===== src/hdl/cache_geom_pkg.sv =====
`default_nettype none

package cache_geom_pkg;

  // Geometry fixed at four ways and 32-byte lines
  localparam int NUM_WAYS    = 4;
  localparam int NUM_SETS    = 16;
  localparam int OFFSET_BITS = 5;
  localparam int SET_BITS    = 4;
  localparam int TAG_BITS    = 23;

  localparam int ADDR_BITS  = 32;
  localparam int WORD_BITS  = 32;
  localparam int LINE_BYTES = 1 << OFFSET_BITS;
  localparam int LINE_BITS  = LINE_BYTES * 8;

  typedef logic [ADDR_BITS-1:0]     addr_t;
  typedef logic [WORD_BITS-1:0]     word_t;
  typedef logic [WORD_BITS/8-1:0]   wmask_t;
  typedef logic [LINE_BITS-1:0]     line_t;
  typedef logic [LINE_BYTES-1:0]    line_mask_t;
  typedef logic [TAG_BITS-1:0]      tag_t;
  typedef logic [SET_BITS-1:0]      set_idx_t;
  typedef logic [NUM_WAYS-1:0]      way_vec_t;

  // Tree bit 0 is the root, bit 1 the left pair and bit 2 the right pair
  typedef logic [2:0]               plru_t;

endpackage

`default_nettype wire


===== src/hdl/dcache_plru.sv =====
`timescale 1ns/100ps
`default_nettype none

module dcache_plru
  import cache_geom_pkg::*;
(
  input  wire            clk,
  input  wire            rst,
  input  wire set_idx_t  set_idx,
  input  wire way_vec_t  rd_valid,
  input  wire            touch,
  input  wire way_vec_t  touch_way,
  output way_vec_t       victim
);

  plru_t plru_mem [NUM_SETS];
  plru_t cur_bits;
  plru_t next_bits;

  assign cur_bits = plru_mem[set_idx];

  // Lowest invalid way first, then follow the tree
  always_comb begin
    if (!cur_bits[0]) begin
      victim = cur_bits[1] ? 4'b0010 : 4'b0001;
    end else begin
      victim = cur_bits[2] ? 4'b1000 : 4'b0100;
    end
    for (int i = NUM_WAYS - 1; i >= 0; i--) begin
      if (!rd_valid[i]) begin
        victim = way_vec_t'(1) << i;
      end
    end
  end

  // Point the path bits away from the accessed way
  always_comb begin
    next_bits = cur_bits;
    case (touch_way)
      4'b0001: begin
        next_bits[0] = 1'b1;
        next_bits[1] = 1'b1;
      end
      4'b0010: begin
        next_bits[0] = 1'b1;
        next_bits[1] = 1'b0;
      end
      4'b0100: begin
        next_bits[0] = 1'b0;
        next_bits[2] = 1'b1;
      end
      4'b1000: begin
        next_bits[0] = 1'b0;
        next_bits[2] = 1'b0;
      end
      default: begin
      end
    endcase
  end

  always_ff @(posedge clk) begin
    if (rst) begin
      for (int s = 0; s < NUM_SETS; s++) begin
        plru_mem[s] <= '0;
      end
    end else if (touch) begin
      plru_mem[set_idx] <= next_bits;
    end
  end

endmodule

`default_nettype wire


===== config.mk =====
export PLATFORM = sky130hd
export DESIGN_NAME = dcache_plru
export DESIGN_NICKNAME = d
export VERILOG_FILES = /design/src/hdl/cache_geom_pkg.sv /design/src/hdl/dcache_plru.sv
export SDC_FILE = /design/constraint.sdc
export NUM_CORES = 1
export LEC_CHECK = 0
export BUFFER_PORTS_ARGS = -buffer_cell sky130_fd_sc_hd__clkbuf_2
export CORE_MARGIN = 8
export CORE_UTILIZATION = 59
export CTS_BUF_LIST = sky130_fd_sc_hd__clkbuf_16
export DETAILED_ROUTE_END_ITERATION = 6
export HOLD_SLACK_MARGIN = 0.1
export PLACE_DENSITY = 0.75
export RECOVER_POWER = 100
export SYNTH_ARGS = -nofsm -noshare
export SYNTH_HDL_FRONTEND = slang
export SYNTH_SLANG_ARGS = --single-unit

===== constraint.sdc =====
create_clock -name clk -period 3 [get_ports clk]
set_input_delay 0.6 -clock clk [delete_from_list [all_inputs] [get_ports clk]]
set_output_delay 0.6 -clock clk [all_outputs]
set_load 0.01 [all_outputs]

-- Word level (Yosys, flattened, before mapping)
Memories as Yosys holds them, arrays and structs flattened.
Cells that the tools add are included.
- muxes and demuxes: 18
- reduce and logical (&&, ||, !) cells: 3
- eq/ne operators: 4
- operators with widths (operator ; count):
    $mux 4 ; 7
    $mux 1 ; 6
    $pmux 1 s2 ; 3
    $eq 4x1->1 const B ; 1
    $eq 4x2->1 const B ; 1
    $eq 4x3->1 const B ; 1
    $eq 4x4->1 const B ; 1
    $reduce_or 2->1 ; 2
    $mux 3 ; 1
    $reduce_or 3->1 ; 1
    $mux 2 ; 1
- RAM bits: 48
- logic and storage cells: 26
- memories kept: 1
- input bits: 15
- register bits: 0
- output and inout port bits: 4
- memory list (memory ; depth ; width ; rd ports ; clocked after memory_dff ; write ports ; RTL line ; RTL):
    plru_mem ; 16 ; 3 ; 1 ; 0 ; 16 ; dcache_plru.sv:16 ; plru_t plru_mem [NUM_SETS];

-- Depth between registers and ports, before layout
An unclocked memory read counts as a cell.
- depth in word-level cells: 7
- depth in mapped cells: 8
- gate-level depth less buffers: 5

-- Worst setup path after synthesis
OpenSTA, ideal clock, no wires.
- path kind: in2out
- from: input port set_idx[0]
- to: output port victim[0]
- path slack: 0.411 ns
- data required time: 2.400 ns
- stages: 6
- path buffers: 2
- arrival time: 1.989 ns
- cells stage by stage: buf_6 > buf_8 > mux4_2 > a22oi_2 > nand4_1 > o21ai_0
- word-level cells in the longest chain between the ends: 7
- RTL lines (element ; RTL line ; RTL):
    from (decl) ; dcache_plru.sv:9 ; input wire set_idx_t set_idx,
    $mem_v2 16x3 (*) ; - ;
    $mux 2 ; dcache_plru.sv:25 ; victim = cur_bits[1] ? 4'b0010 : 4'b0001;
    $mux 4 (*) ; dcache_plru.sv:24 ; if (!cur_bits[0]) begin
    $mux 4 (*) (4 in series) ; dcache_plru.sv:30 ; if (!rd_valid[i]) begin
    to (decl) ; dcache_plru.sv:13 ; output way_vec_t victim
Every way passes the cells marked *; elsewhere a longest branch is shown, timed or not.

-- Final worst setup path
- from: input port set_idx[0]
- to: output port victim[2]
- word-level cells in the longest chain between the ends: 7
- RTL lines (element ; RTL line ; RTL):
    $mem_v2 16x3 (*) ; - ;
    $mux 4 ; dcache_plru.sv:27 ; victim = cur_bits[2] ? 4'b1000 : 4'b0100;
    $mux 4 (*) ; dcache_plru.sv:24 ;
    $mux 4 (*) (4 in series) ; dcache_plru.sv:30 ;
Marked as above.

==> reports/metrics.csv <==
metric;value;unit
ys_seq_area_frac;0.579;
grtUsageTotal;0.169;
fin_worst_skew;0.00661;ns
synth-seq-cells;48;
grt_pass1_vias;1715;
multi_input_area;933;um2
synth_cells;191;
setup_violations;0;
largest_reg_flops;48;
busiest_layer;met2;
clk_pin_slew;0.06;ns
num_vias;1631;
drc_errors;0;
final_max_slew_viol_count;0;
ctsResizeCount;0;
fmax;350;MHz
gr-usage-met3;0.0475;
clockBufferDepth;2;
synth.area.top_cells;edfxtp_1 (58%), mux4_1 (11%), nor2_1 (6.0%);
fillCellCount;298;
wl_per_cell;19.2;um
finalHoldViolCount;0;
syn-cell-area;2490;um2
finalWorstSetupSlack;0.146;ns
synthArstFlopShare;0;
die_x;81.0;um
hp-class;in -> reg;
vias_per_cell;6.23;
htreeDepth;2;
ant_nets;0;
design.core.area;4030;um2
grt.overflow.total;0;
yosys_warnings;0;
critPathMaxStageDelay;0.63;ns
worst_pin_slew;0.807;ns
gp_congestion;0.815;
syn_avg_cell_area;13.0;um2
grt_pass1_wl;8180;um
fin_crit;2.85;ns
use_met2;0.294;
wl;5040;um
cp.required;2.40;ns
row_count;23;
stdcell_area;2710;um2
grt_use_met1;0.184;
final_nets;226;
synth_top_area_frac;0.579;
path_cells;clkbuf_4 -> mux4_1 -> a22oi_1 -> nand3_1 -> o22ai_1 -> clkbuf_1;
cts_hold_buf;0;
synth.largest_area_cell;edfxtp_1;
maxCapViolations;0;
grt_max_degree;17;
clock_sinks;48;
syn-num-nets;206;
cpLargestDelayFamily;multiplexers;
finish.utilization;0.674;
dp_hpwl;3700;um
place_ws;0.0550;ns
cts-root-buf;clkbuf_16;
synth-main-ff-cell;edfxtp_1;
clk_latency;0.29;ns
finalCritPeriodShare;0.951;
largest_register;plru_mem;
critical_path.slowest_cell;mux4_1;
cp.arrival;2.25;ns
place_area;2610;um2
io_buffers;18;
final_cell_mix;edfxtp_1 (48), nor2_1 (42), nand2_1 (22), nand2b_1 (16), clkbuf_2 (12);
drive_gt1_frac;0.170;
crit_fanout;16;
crit_buf_inv;2;
numCtsBuffers;5;
reg.largest.list;plru_mem (48);
dr.pass1.iters;5;
area_growth;8.94;%
cp-start-kind;input pin;
antenna_found_initial;0;
slew_headroom;0.462;
drt_iter0_markers;131;
post-cts-setup-buffers;0;
yosysUniqueCellTypes;31;
register_area;1440;um2
synth-edff-count;48;
timing.setup.tns;0;ns
p_leak;0.989;nW
ir_drop;0.000416;V
critical_path_class;in -> out;
die_h;81.0;um
start_util;0.618;
cts_tree;done;
ios;19;
grt_setup_unrepaired;false;
antenna_cells;0;
status;finished, final reports clean;
p_per_area;568;nW/um2
final_common_cell;edfxtp_1;
endpoint_kind;output port;
die_area;6560;um2
-- final cells by class --
cell class	count	area share
clock buffers	5	0.0461
well taps	50	0.0231
flip-flops and latches	48	0.531
inverters	1	0.00138
multi-input cells	132	0.344
repair buffers	23	0.0401
clock inverters	3	0.0143
-- cells by family after synthesis --
kind of cell | after synthesis | synth area share
muxes | 12 | 0.124
and+or+nand+nor | 105 | 0.205
AOI/OAI and AO/OA | 13 | 0.0517
buffers and inverters | 11 | 0.0336
xor gates and xnor gates | 2 | 0.00703
DFF | 48 | 0.579
-- final timing paths --
path / from / to / slack [ns] / cells after the start
max: set_idx[0] / victim[2] / 0.15 / 6
min: rst / plru_mem[5][0]$_SDFFCE_PN0P_ / 1.00 / 3
max reg2reg: plru_mem[15][1]$_SDFFCE_PN0P_ / plru_mem[1][1]$_SDFFCE_PN0P_ / 0.57 / 6
min reg2reg: plru_mem[4][1]$_SDFFCE_PN0P_ / plru_mem[9][1]$_SDFFCE_PN0P_ / 1.43 / 6
-- synthesized netlist by cell type (3+ instances only) --
library cell,n
nor2b_1,3
a22oi_1,4
nand2_1,21
nor2_2,10
nand2b_1,16
nor2_1,40
nand3_1,4
edfxtp_1,48
buf_6,4
mux4_1,10
clkbuf_1,4
-- through the flow --
stage / std cells / hold slack (ns) / power, W
final: 262 / 1.00 / 0.00154
after CTS: 262 / 0.924 / 0.00156
after detailed placement: 254 / 1.20 / 0.000964
after floorplan: 191 / 0.873 / 0.000908
after global placement: 254 / 1.18 / 0.000956
after global routing: 262 / 1.02 / 0.00158
-- metal layers --
| metal | vias to the layer above | wire [um] |
|---|---|---|
| met3 | 13 | 504 |
| met5 | - | 0 |
| met2 | 94 | 2550 |
| met4 | 0 | 141 |
| met1 | 790 | 1850 |
| li1 | 734 | - |
-- power by group --
part / total, W / switching [W] / internal (W) / leakage, nW
registers: 0.000771 / 0.00000814 / 0.000763 / 0.496
clock network: 0.000609 / 0.000221 / 0.000388 / 0.0850
logic: 0.000161 / 0.000104 / 0.0000574 / 0.408
total: 0.00154 / 0.000332 / 0.00121 / 0.989
-- tightest hold or removal path: cells and delay by family --
family	cells	cell delay (ns)
AND/OR/NAND/NOR	1	0.19
buffers and inverters	2	0.36
Note: power is estimated with default switching activity, not from simulation.
