<file path="src/hdl/cache_ctrl_pkg.sv">
`default_nettype none

package cache_ctrl_pkg;

  // Miss handling states of the cache controller
  typedef enum logic [2:0] {
    IDLE,
    COMPARE,
    WRITEBACK,
    ALLOCATE,
    REFILL
  } ctrl_state_t;

endpackage

`default_nettype wire

</file>
<file path="src/hdl/dcache_control.sv">
`timescale 1ns/100ps
`default_nettype none

module dcache_control
  import cache_ctrl_pkg::*;
(
  input  wire   clk,
  input  wire   rst,
  input  wire   req,
  input  wire   req_write,
  input  wire   hit,
  input  wire   victim_dirty,
  input  wire   dfp_resp,
  output logic  idle,
  output logic  ufp_resp,
  output logic  dfp_read,
  output logic  dfp_write,
  output logic  write_cpu,
  output logic  write_mem
);

  ctrl_state_t state;
  ctrl_state_t state_next;

  always_ff @(posedge clk) begin
    if (rst) begin
      state <= IDLE;
    end else begin
      state <= state_next;
    end
  end

  always_comb begin
    state_next = state;
    idle       = 1'b0;
    ufp_resp   = 1'b0;
    dfp_read   = 1'b0;
    dfp_write  = 1'b0;
    write_cpu  = 1'b0;
    write_mem  = 1'b0;

    unique case (state)
      IDLE: begin
        idle = 1'b1;
        if (req) begin
          state_next = COMPARE;
        end
      end
      COMPARE: begin
        if (hit) begin
          ufp_resp   = 1'b1;
          write_cpu  = req_write;
          state_next = IDLE;
        end else if (victim_dirty) begin
          state_next = WRITEBACK;
        end else begin
          state_next = ALLOCATE;
        end
      end
      WRITEBACK: begin
        dfp_write = 1'b1;
        if (dfp_resp) begin
          state_next = ALLOCATE;
        end
      end
      ALLOCATE: begin
        dfp_read = 1'b1;
        if (dfp_resp) begin
          write_mem  = 1'b1;
          state_next = REFILL;
        end
      end
      // One cycle for the arrays to return the new line
      REFILL: begin
        state_next = COMPARE;
      end
      default: begin
        state_next = IDLE;
      end
    endcase
  end

endmodule

`default_nettype wire

</file>
<file path="config.mk">
export PLATFORM = sky130hd
export DESIGN_NAME = dcache_control
export DESIGN_NICKNAME = d
export VERILOG_FILES = /design/src/hdl/cache_ctrl_pkg.sv /design/src/hdl/dcache_control.sv
export SDC_FILE = /design/constraint.sdc
export NUM_CORES = 1
export LEC_CHECK = 0
export BUFFER_PORTS_ARGS = -buffer_cell sky130_fd_sc_hd__buf_2
export CELL_PAD_IN_SITES_DETAIL_PLACEMENT = 1
export CELL_PAD_IN_SITES_GLOBAL_PLACEMENT = 2
export CORE_AREA = 3 3 40 42
export CTS_BUF_LIST = sky130_fd_sc_hd__clkbuf_8
export DETAILED_ROUTE_END_ITERATION = 8
export DIE_AREA = 0 0 43 45
export PLACE_DENSITY = 0.61
export SLEW_MARGIN = 25
export SYNTH_ARGS = -nofsm -noshare
export SYNTH_HDL_FRONTEND = slang
export SYNTH_SLANG_ARGS = --single-unit
</file>
<file path="constraint.sdc">
create_clock -name clk -period 1.4 [get_ports clk]
set_clock_uncertainty 0.2 [all_clocks]
set_input_delay 0.07 -clock clk [delete_from_list [all_inputs] [get_ports clk]]
set_output_delay 0.07 -clock clk [all_outputs]
set_load 0.01 [all_outputs]
</file>
; ---- Word-level counts from Yosys, hierarchy flattened
; Cells that the tools add are included.
[word_totals]
reg_bits = 3
out_inout_bits = 6
elab_cells = 25
[op_classes]
n_eq_ne = 7
n_mux = 15
reduce_logical = 2
[ops]
columns = operator, count
row1 = $pmux W3 S5, 1
row2 = $mux W1, 10
row3 = $mux W3, 3
row4 = $eq A3 B2 Y1 const B, 2
row5 = $ne A2 B2 Y1 const B, 3
row6 = $eq A3 B1 Y1 const B, 1
row7 = $eq A3 B3 Y1 const B, 1
row8 = $logic_not A3 Y1, 1
row9 = $reduce_and A3 Y1, 1
row10 = $mux W2, 1

; ---- Depth between registers and ports, before layout
; Gate-level depths: netlist (run 1).
[depth]
ltp_word = 3
depth_mapped = 4

; ---- Worst setup path before layout (run 1)
; No wires, ideal clock.
[synth_timing]
kind = register to register
startpoint = register state[1]
endpoint = register state[0]
arrival_ns = 0.894
required_time_ns = 1.060
slack_ns = 0.165
stages_incl_launch_ff = 4
period_less_slack_ns = 1.235
path_cell_list = dfxtp_1 > buf_6 > nor3_1 > a221oi_2
[synth_between]
elab_chain_len = 3
[synth_rtl]
columns = item, line_no
row1 = start: declaration, dcache_control.sv:22  ; ctrl_state_t state;
row2 = start signal: assignment, dcache_control.sv:29  ; state <= state_next;
row3 = $eq A3 B2 Y1 or $logic_not A3 Y1 (tied branches), dcache_control.sv:42  ; unique case (state)
row4 = $ne A2 B2 Y1 (no source line), -
row5 = $reduce_and A3 Y1 (no source line), -
; Parallel ways exist; a longest one is shown, timed or not.
; A chain may end at the register's enable or synchronous reset.

; ---- Final worst setup path (run 1)
[layout_timing]
startpoint = register state[0]
endpoint = output ufp_resp
[layout_between]
elab_chain_len = 2
[layout_rtl]
columns = item, line_no
row1 = $eq A3 B1 Y1, dcache_control.sv:42
row2 = $mux W1, dcache_control.sv:42
row3 = end: declaration, dcache_control.sv:15  ; output logic ufp_resp,
; Every way passes these cells.

==> impl_metrics.yaml, run 1 <==
run_status:
  status: "complete, no violations"
detailed_routing:
  ant_nets: 0
  wl_um: 633
  wl_per_cell_um: 10.73
  dr.first_iter.drc_count: 5
  vias_per_cell: 4.169
  route.vias.total: 246
  drc: 0
  firstDrtPassIters: 3
synth:
  yosysSeqAreaShare: 0.2909
  synth-xor-area-share: 0
  yosys_warnings: 0
  synth_top_family_by_area: "simple AND/OR/NAND/NOR gates"
  netlist_area_um2: 206.4
  synthAdderAreaFrac: 0
  synthesis.instances: 23
  synth_area_leaders: "dfxtp_1 29%, a221oi_2 7.3%, nor4_2 6.1%, buf_6 5.5%, and3b_2 4.8%"
  synthMuxAreaShare: 0
  synth_compound_area_frac: 0.1818
  avgSynthCellArea_um2: 8.976
  synth_top_area_cell: "dfxtp_1"
  synth.distinct_cells: 19
  synth-simple-area-share: 0.4364
  synth_top_area_frac: 0.2909
  synth_seq_cells: 3
  synthesis.nets: 30
worst_setup_path:
  crit_arrival_ns: 1.11
  cp_max_fo: 3
  setup.worst_path.start: "state[0]"
  crit_chain: "nor2b_4 > and3b_2 > buf_4 > buf_2"
  endpoint: "ufp_resp"
  critPathSlowestCell: "dfxtp_2"
  r2r_setup_slack_ns: 0.17
  cp.required_ns: 1.13
  crit_type: "reg2out"
  r2r-start: "state[2]"
  reg2reg_depth: 3
  start_kind: "flip-flop"
  r2r_end: "state[0]"
  max_stage_delay_ns: 0.31
  crit_path_end_kind: "output port"
hold_path:
  hold_class: "in2reg"
grt:
  grt_pass1_wl_um: 979
  grt_usage: 0.06822
  overflow: 0
  grt_max_degree: 11
  antenna_found_initial: 0
  grt_pass1_vias: 231
cts:
  cts_tree: "done"
  clk_pin_slew_worst_paths_ns: 0.03
  clock-sinks: 3
  clk_path_buf_depth: 2
  clk_latency_ns: 0.21
  cts-root-buf: "clkbuf_8"
  cts-htree-levels: 1
  cts_made_buffers: 3
timing:
  slew_headroom: 0.8593
  fin_setup_tns_ns: 0
  final.setup.worst_slack_ns: 0.01705
  rsz0062_at_grt: "true"
  drv_slew: 0
  max_freq_mhz: 723.1
  hold_ws_ns: 0.04565
  setup_violations: 0
  hold_viol: 0
  finalCriticalPeriod_ns: 1.383
  worstMarginPinSlew_ns: 0.2100
  fin_crit_sh: 0.9878
power_and_ir_drop:
  combinationalPowerShare: 0.218
  power_w: 0.0004381
  netSwitchingPower_w: 0.0001052
  p_int_w: 0.0003329
  seqPwrFrac: 0.228
  peakVddDrop_mv: 0.5090
  p_leak_nw: 0.2071
  switching_share: 0.2401
  cellPowerDensity_mw_per_mm2: 1091
  power.share.clock: 0.554
cells_and_area:
  largest_register_ffs: 3
  area_growth_pct: 94.55
  drive_above_1_share: 0.7273
  nNetsFinal: 52
  top_regs: "state x3"
  insertedDiodeCount: 0
  top_register: "state"
placed_design:
  hpwl_um: 493.8
  io_buffers: 12
  dp_slack_ns: 0.1090
  gp_congestion: 0.7145
die:
  ios: 13
  fp.dieH_um: 45
  die_w_um: 43
  core-area_mm2: 0.001285
  initial_core_util: 0.1607
  rows: 13
  dieArea_mm2: 0.001935
job:
  drv_cap: 0
critical path: cells and delay by family (launching register included):
| family | cells | cell delay (ns) |
|---|---|---|
| buffers and inverters | 2 | 0.25 |
| AND/OR/NAND/NOR | 2 | 0.33 |
| flip-flops | 1 | 0.31 |
cell type report:
| type | instances | area (um2) |
|---|---|---|
| timing repair buffer | 18 | 116.4 |
| inverter | 2 | 7.507 |
| multi-input combinational | 17 | 145.1 |
| fill | 147 | 883.3 |
| clock inverter | 1 | 3.754 |
| sequential | 3 | 68.82 |
| tap | 15 | 18.77 |
| clock buffer | 3 | 41.29 |
synth_stat cells:
cell	count
buf_6	1
and3_2	1
nor3b_1	1
and2_2	1
a22oi_1	1
nor2_1	1
nor3_1	2
nor2b_2	1
inv_1	2
and3b_2	1
a31oi_1	1
and2_1	1
dfxtp_1	3
nor2b_1	1
nor4_2	1
a21o_2	1
nand2b_1	1
nand2_1	1
a221oi_2	1
timing repair:
item                                   in CTS  in global routing
pin swaps                                   2                  1
setup endpoints to repair                   2                  2
hold buffers                                2                  0
resized for setup                           7                  3
setup buffers                               0                  3
endpoints found under the hold margin       3                  0
stage by stage:
stage / area (um2) / cells / utilization
global route: 401.6 / 59 / 0.3126
floorplan: 206.4 / 23 / -
detailed placement: 281.5 / 50 / 0.2191
finish: 401.6 / 59 / 0.3126
global placement: 281.5 / 50 / 0.2191
CTS: 365.4 / 56 / 0.2843
placed cells by master, fill, tap and decap left out:
cell type and n:
nor3_2 1, nand2_1 1, clkbuf_8 3, buf_2 11, nor2b_4 1, dfxtp_4 2, nor4_2 1, nor3b_2 1
and3_2 1, nor3_1 1, nand2b_1 1, dlygate4sd3_1 2, a31oi_1 1, nor2_1 1, a21o_2 1, buf_4 4
buf_6 1, and2_2 1, inv_1 3, nor2b_1 1, a22oi_1 1, dfxtp_2 1, and2_4 1, a221oi_2 1
and3b_2 1
logic make-up (layout without fill, tap and decap cells):
logic type / count (synthesis) / count (layout)
AOI/OAI and AO/OA: 4 / 4
DFF: 3 / 3
and+or+nand+nor: 13 / 13
buffers and inverters: 3 / 24
routing by layer:
layer  up-vias  GRT usage  share of wire
li1        122          -              -
met1       114    0.08894           0.52
met2        10    0.09880           0.43
met3         0    0.03586          0.054
met4         0    0.01807              0
met5         -          0              0
worst min-delay path by stage:
stage,startpoint,endpoint,slack (ns),cells past startpoint
3_5_place_dp,rst,state[0],0.08,2
6_report,hit,state[1],0.05,4
4_1_cts,hit,state[1],0.05,4
5_1_grt,hit,state[1],0.08,4
2_1_floorplan,rst,state[0],-0.06,1
3_3_place_gp,rst,state[0],0.07,2
power by group through the flow:
| stage | clock network [W] | logic [W] | registers, W |
|---|---|---|---|
| detailed placement | 0 | 0.0000760 | 0.000101 |
| CTS | 0.000249 | 0.0000849 | 0.0000998 |
| finish | 0.000243 | 0.0000955 | 0.0000998 |
| global route | 0.000259 | 0.000104 | 0.000101 |
| floorplan | 0 | 0.0000483 | 0.0000980 |
| global placement | 0 | 0.0000746 | 0.000101 |
(Power assumes the default switching activity.)
==> run 2: changes to the inputs <==
--- a/config.mk
+++ b/config.mk
@@ -5,6 +5,7 @@
 export SDC_FILE = /design/constraint.sdc
 export NUM_CORES = 1
 export LEC_CHECK = 0
+export ABC_AREA = 1
 export BUFFER_PORTS_ARGS = -buffer_cell sky130_fd_sc_hd__buf_2
 export CELL_PAD_IN_SITES_DETAIL_PLACEMENT = 1
 export CELL_PAD_IN_SITES_GLOBAL_PLACEMENT = 2
@@ -12,7 +13,8 @@
 export CTS_BUF_LIST = sky130_fd_sc_hd__clkbuf_8
 export DETAILED_ROUTE_END_ITERATION = 8
 export DIE_AREA = 0 0 43 45
-export PLACE_DENSITY = 0.61
+export HOLD_SLACK_MARGIN = 0.08
+export PLACE_DENSITY = 0.7
 export SLEW_MARGIN = 25
 export SYNTH_ARGS = -nofsm -noshare
 export SYNTH_HDL_FRONTEND = slang
==> run 2 against run 1 <==
Against the previous run:
- sequential power is 4% higher
- synthesized cell count grew 61%
- non-clock buffer count shrank 2
- total power up 0.86%
- critical path type unchanged
- largest cell class unchanged
==> impl_metrics.yaml, run 2 <==
cts:
  post_cts_buffers: 0
  cts_made_buffers: 3
  clock-sinks: 3
  clk_path_buf_depth: 2
  clk_pin_slew_worst_paths_ns: 0.03
  cts_hold_buffers: 4
  cts_resized: 0
  cts-root-buf: "clkbuf_8"
  cts_tree: "done"
  clk_latency_ns: 0.22
  cts-htree-levels: 1
cells_and_area:
  layout.cells.most_common_list: "12 x buf_2, 7 x nand2_1"
  drive_above_1_share: 0.4211
  stdcell_area_um2: 386.6
  insertedDiodeCount: 0
  final_common_cell: "buf_2"
  top_register: "state"
  area_growth_pct: 73.60
  nNetsFinal: 65
  top_regs: "state x3"
  largest_register_ffs: 3
grt:
  met1_usage: 0.09615
  grt_max_degree: 7
  grt_pass1_vias: 291
  grt.busiest_layer: "met2"
  grt_pass1_wl_mm: 1.097
  grt_usage: 0.07820
  overflow: 0
  grt_use_met3: 0.03586
  antenna_found_initial: 0
  use_met2: 0.1168
die:
  rows: 13
  fp.dieH_um: 45
  die_w_um: 43
  ios: 13
  initial_core_util: 0.1733
  dieArea_mm2: 0.001935
  core-area_mm2: 0.001285
detailed_routing:
  dr.first_iter.drc_count: 1
  wl_um: 630
  route.vias.total: 291
  ant_nets: 0
  wl_per_cell_um: 8.750
  drc: 0
  firstDrtPassIters: 4
  vias_per_cell: 4.042
synth:
  synth_top_area_frac: 0.2697
  synth.distinct_cells: 14
  netlist_area_um2: 222.7
  avgSynthCellArea_um2: 6.019
  synth_edf_count: 0
  synth_ff_type: "dfxtp_1"
  synthesis.instances: 37
  synth_common_cells: "7 x nand2_1, 4 x inv_2, 4 x nand3_1, 4 x nor2_1"
  yosys_warnings: 0
  synthesis.nets: 44
  synth_top_area_cell: "dfxtp_1"
  asyncSetResetFlopFracSynth: 0
  yosys.cell_count.top_type: "nand2_1"
  yosysSeqAreaShare: 0.2697
  synth_area_leaders: "dfxtp_1 27%, nand2_1 12%, nand3_1 9.0%, nand3_2 9.0%, inv_2 6.7%"
  synth_seq_cells: 3
worst_setup_path:
  max_stage_delay_ns: 0.44
  critPathSlowestCell: "dfxtp_1"
  cp_max_fo: 6
  crit_path_end_kind: "output port"
  r2r-start: "state[0]"
  start_kind: "flip-flop"
  crit_arrival_ns: 1.03
  cp.required_ns: 1.13
  r2r_end: "state[0]"
  r2r_setup_slack_ns: 0.26
  crit_chain: "nand3_2 > nor2_1 > buf_2"
  reg2reg_depth: 5
  crit_type: "reg2out"
timing:
  fin_crit_sh: 0.9305
  fin_setup_tns_ns: 0
  slew_headroom: 0.8427
  setup_violations: 0
  max_freq_mhz: 767.7
  finalCriticalPeriod_ns: 1.303
  hold_viol: 0
  worstMarginPinSlew_ns: 0.2357
  drv_slew: 0
  rsz0062_at_grt: "false"
  final.setup.worst_slack_ns: 0.09734
hold_path:
  hold_class: "in2reg"
  hold-path-endpoint: "state[1]"
  min_from: "hit"
  holdPathStages: 6
placed_design:
  io_buffers: 12
  hpwl_um: 501.1
  dpl_cell_area_um2: 301.5
  gp_congestion: 0.6410
  dp_slack_ns: 0.2620
run_status:
  status: "complete, no violations"
job:
  drv_cap: 0
power_and_ir_drop:
  cellPowerDensity_mw_per_mm2: 1143
  peakVddDrop_mv: 0.7374
  p_leak_nw: 0.2066
run 2: layout make-up:
class,count,area [um2]
clock buffers,3,41.29
clock inverters,1,3.754
fillers,173,898.4
inverters,10,37.54
multi-input cells,24,125.1
flip-flops and latches,3,60.06
well taps,15,18.77
repair buffers,16,100.1
run 2: through the flow:
stage          hold slack (ns)  utilization  cells  power (W)
2_1_floorplan         -0.06756            -     37  0.0001566
3_3_place_gp           0.07128       0.2347     64  0.0001874
3_5_place_dp           0.06752       0.2347     64  0.0001889
4_1_cts                0.09057       0.3009     72  0.0004511
5_1_grt                 0.1313       0.3009     72  0.0004741
6_report               0.08579       0.3009     72  0.0004418
run 2: logic make-up (layout without fill, tap and decap cells):
logic type	Yosys count	after routing	share of synthesized area
and+or+nand+nor	22	22	0.5000
buffers and inverters	10	30	0.1685
DFF	3	3	0.2697
AOI/OAI and AO/OA	2	2	0.06178
run 2: how the worst max path moves through the flow:
| stage | startpoint | endpoint | slack [ns] |
|---|---|---|---|
| after detailed placement | state[0] | state[0] | 0.26 |
| after global routing | state[0] | write_mem | 0.009 |
| final | state[0] | write_mem | 0.1 |
| after CTS | state[0] | write_mem | 0.1 |
| after floorplan | state[2] | state[0] | 0.35 |
| after global placement | state[0] | state[0] | 0.28 |
run 2: per-layer routing:
metal,wire length (um),share of wire
met1,287,0.46
met2,264,0.42
met3,59,0.094
met4,19,0.030
met5,0,0
run 2: worst max-delay path, delay by kind of cell, from the launching register on:
kind	cells	cell delay, ns
AND/OR/NAND/NOR	2	0.24
buffers and inverters	1	0.13
flip-flops	1	0.44
run 2: power by group:
group          switching, W  internal (W)
Sequential        0.0000111     0.0000925
Clock             0.0000605      0.000187
Combinational     0.0000481     0.0000427
Total              0.000120      0.000322
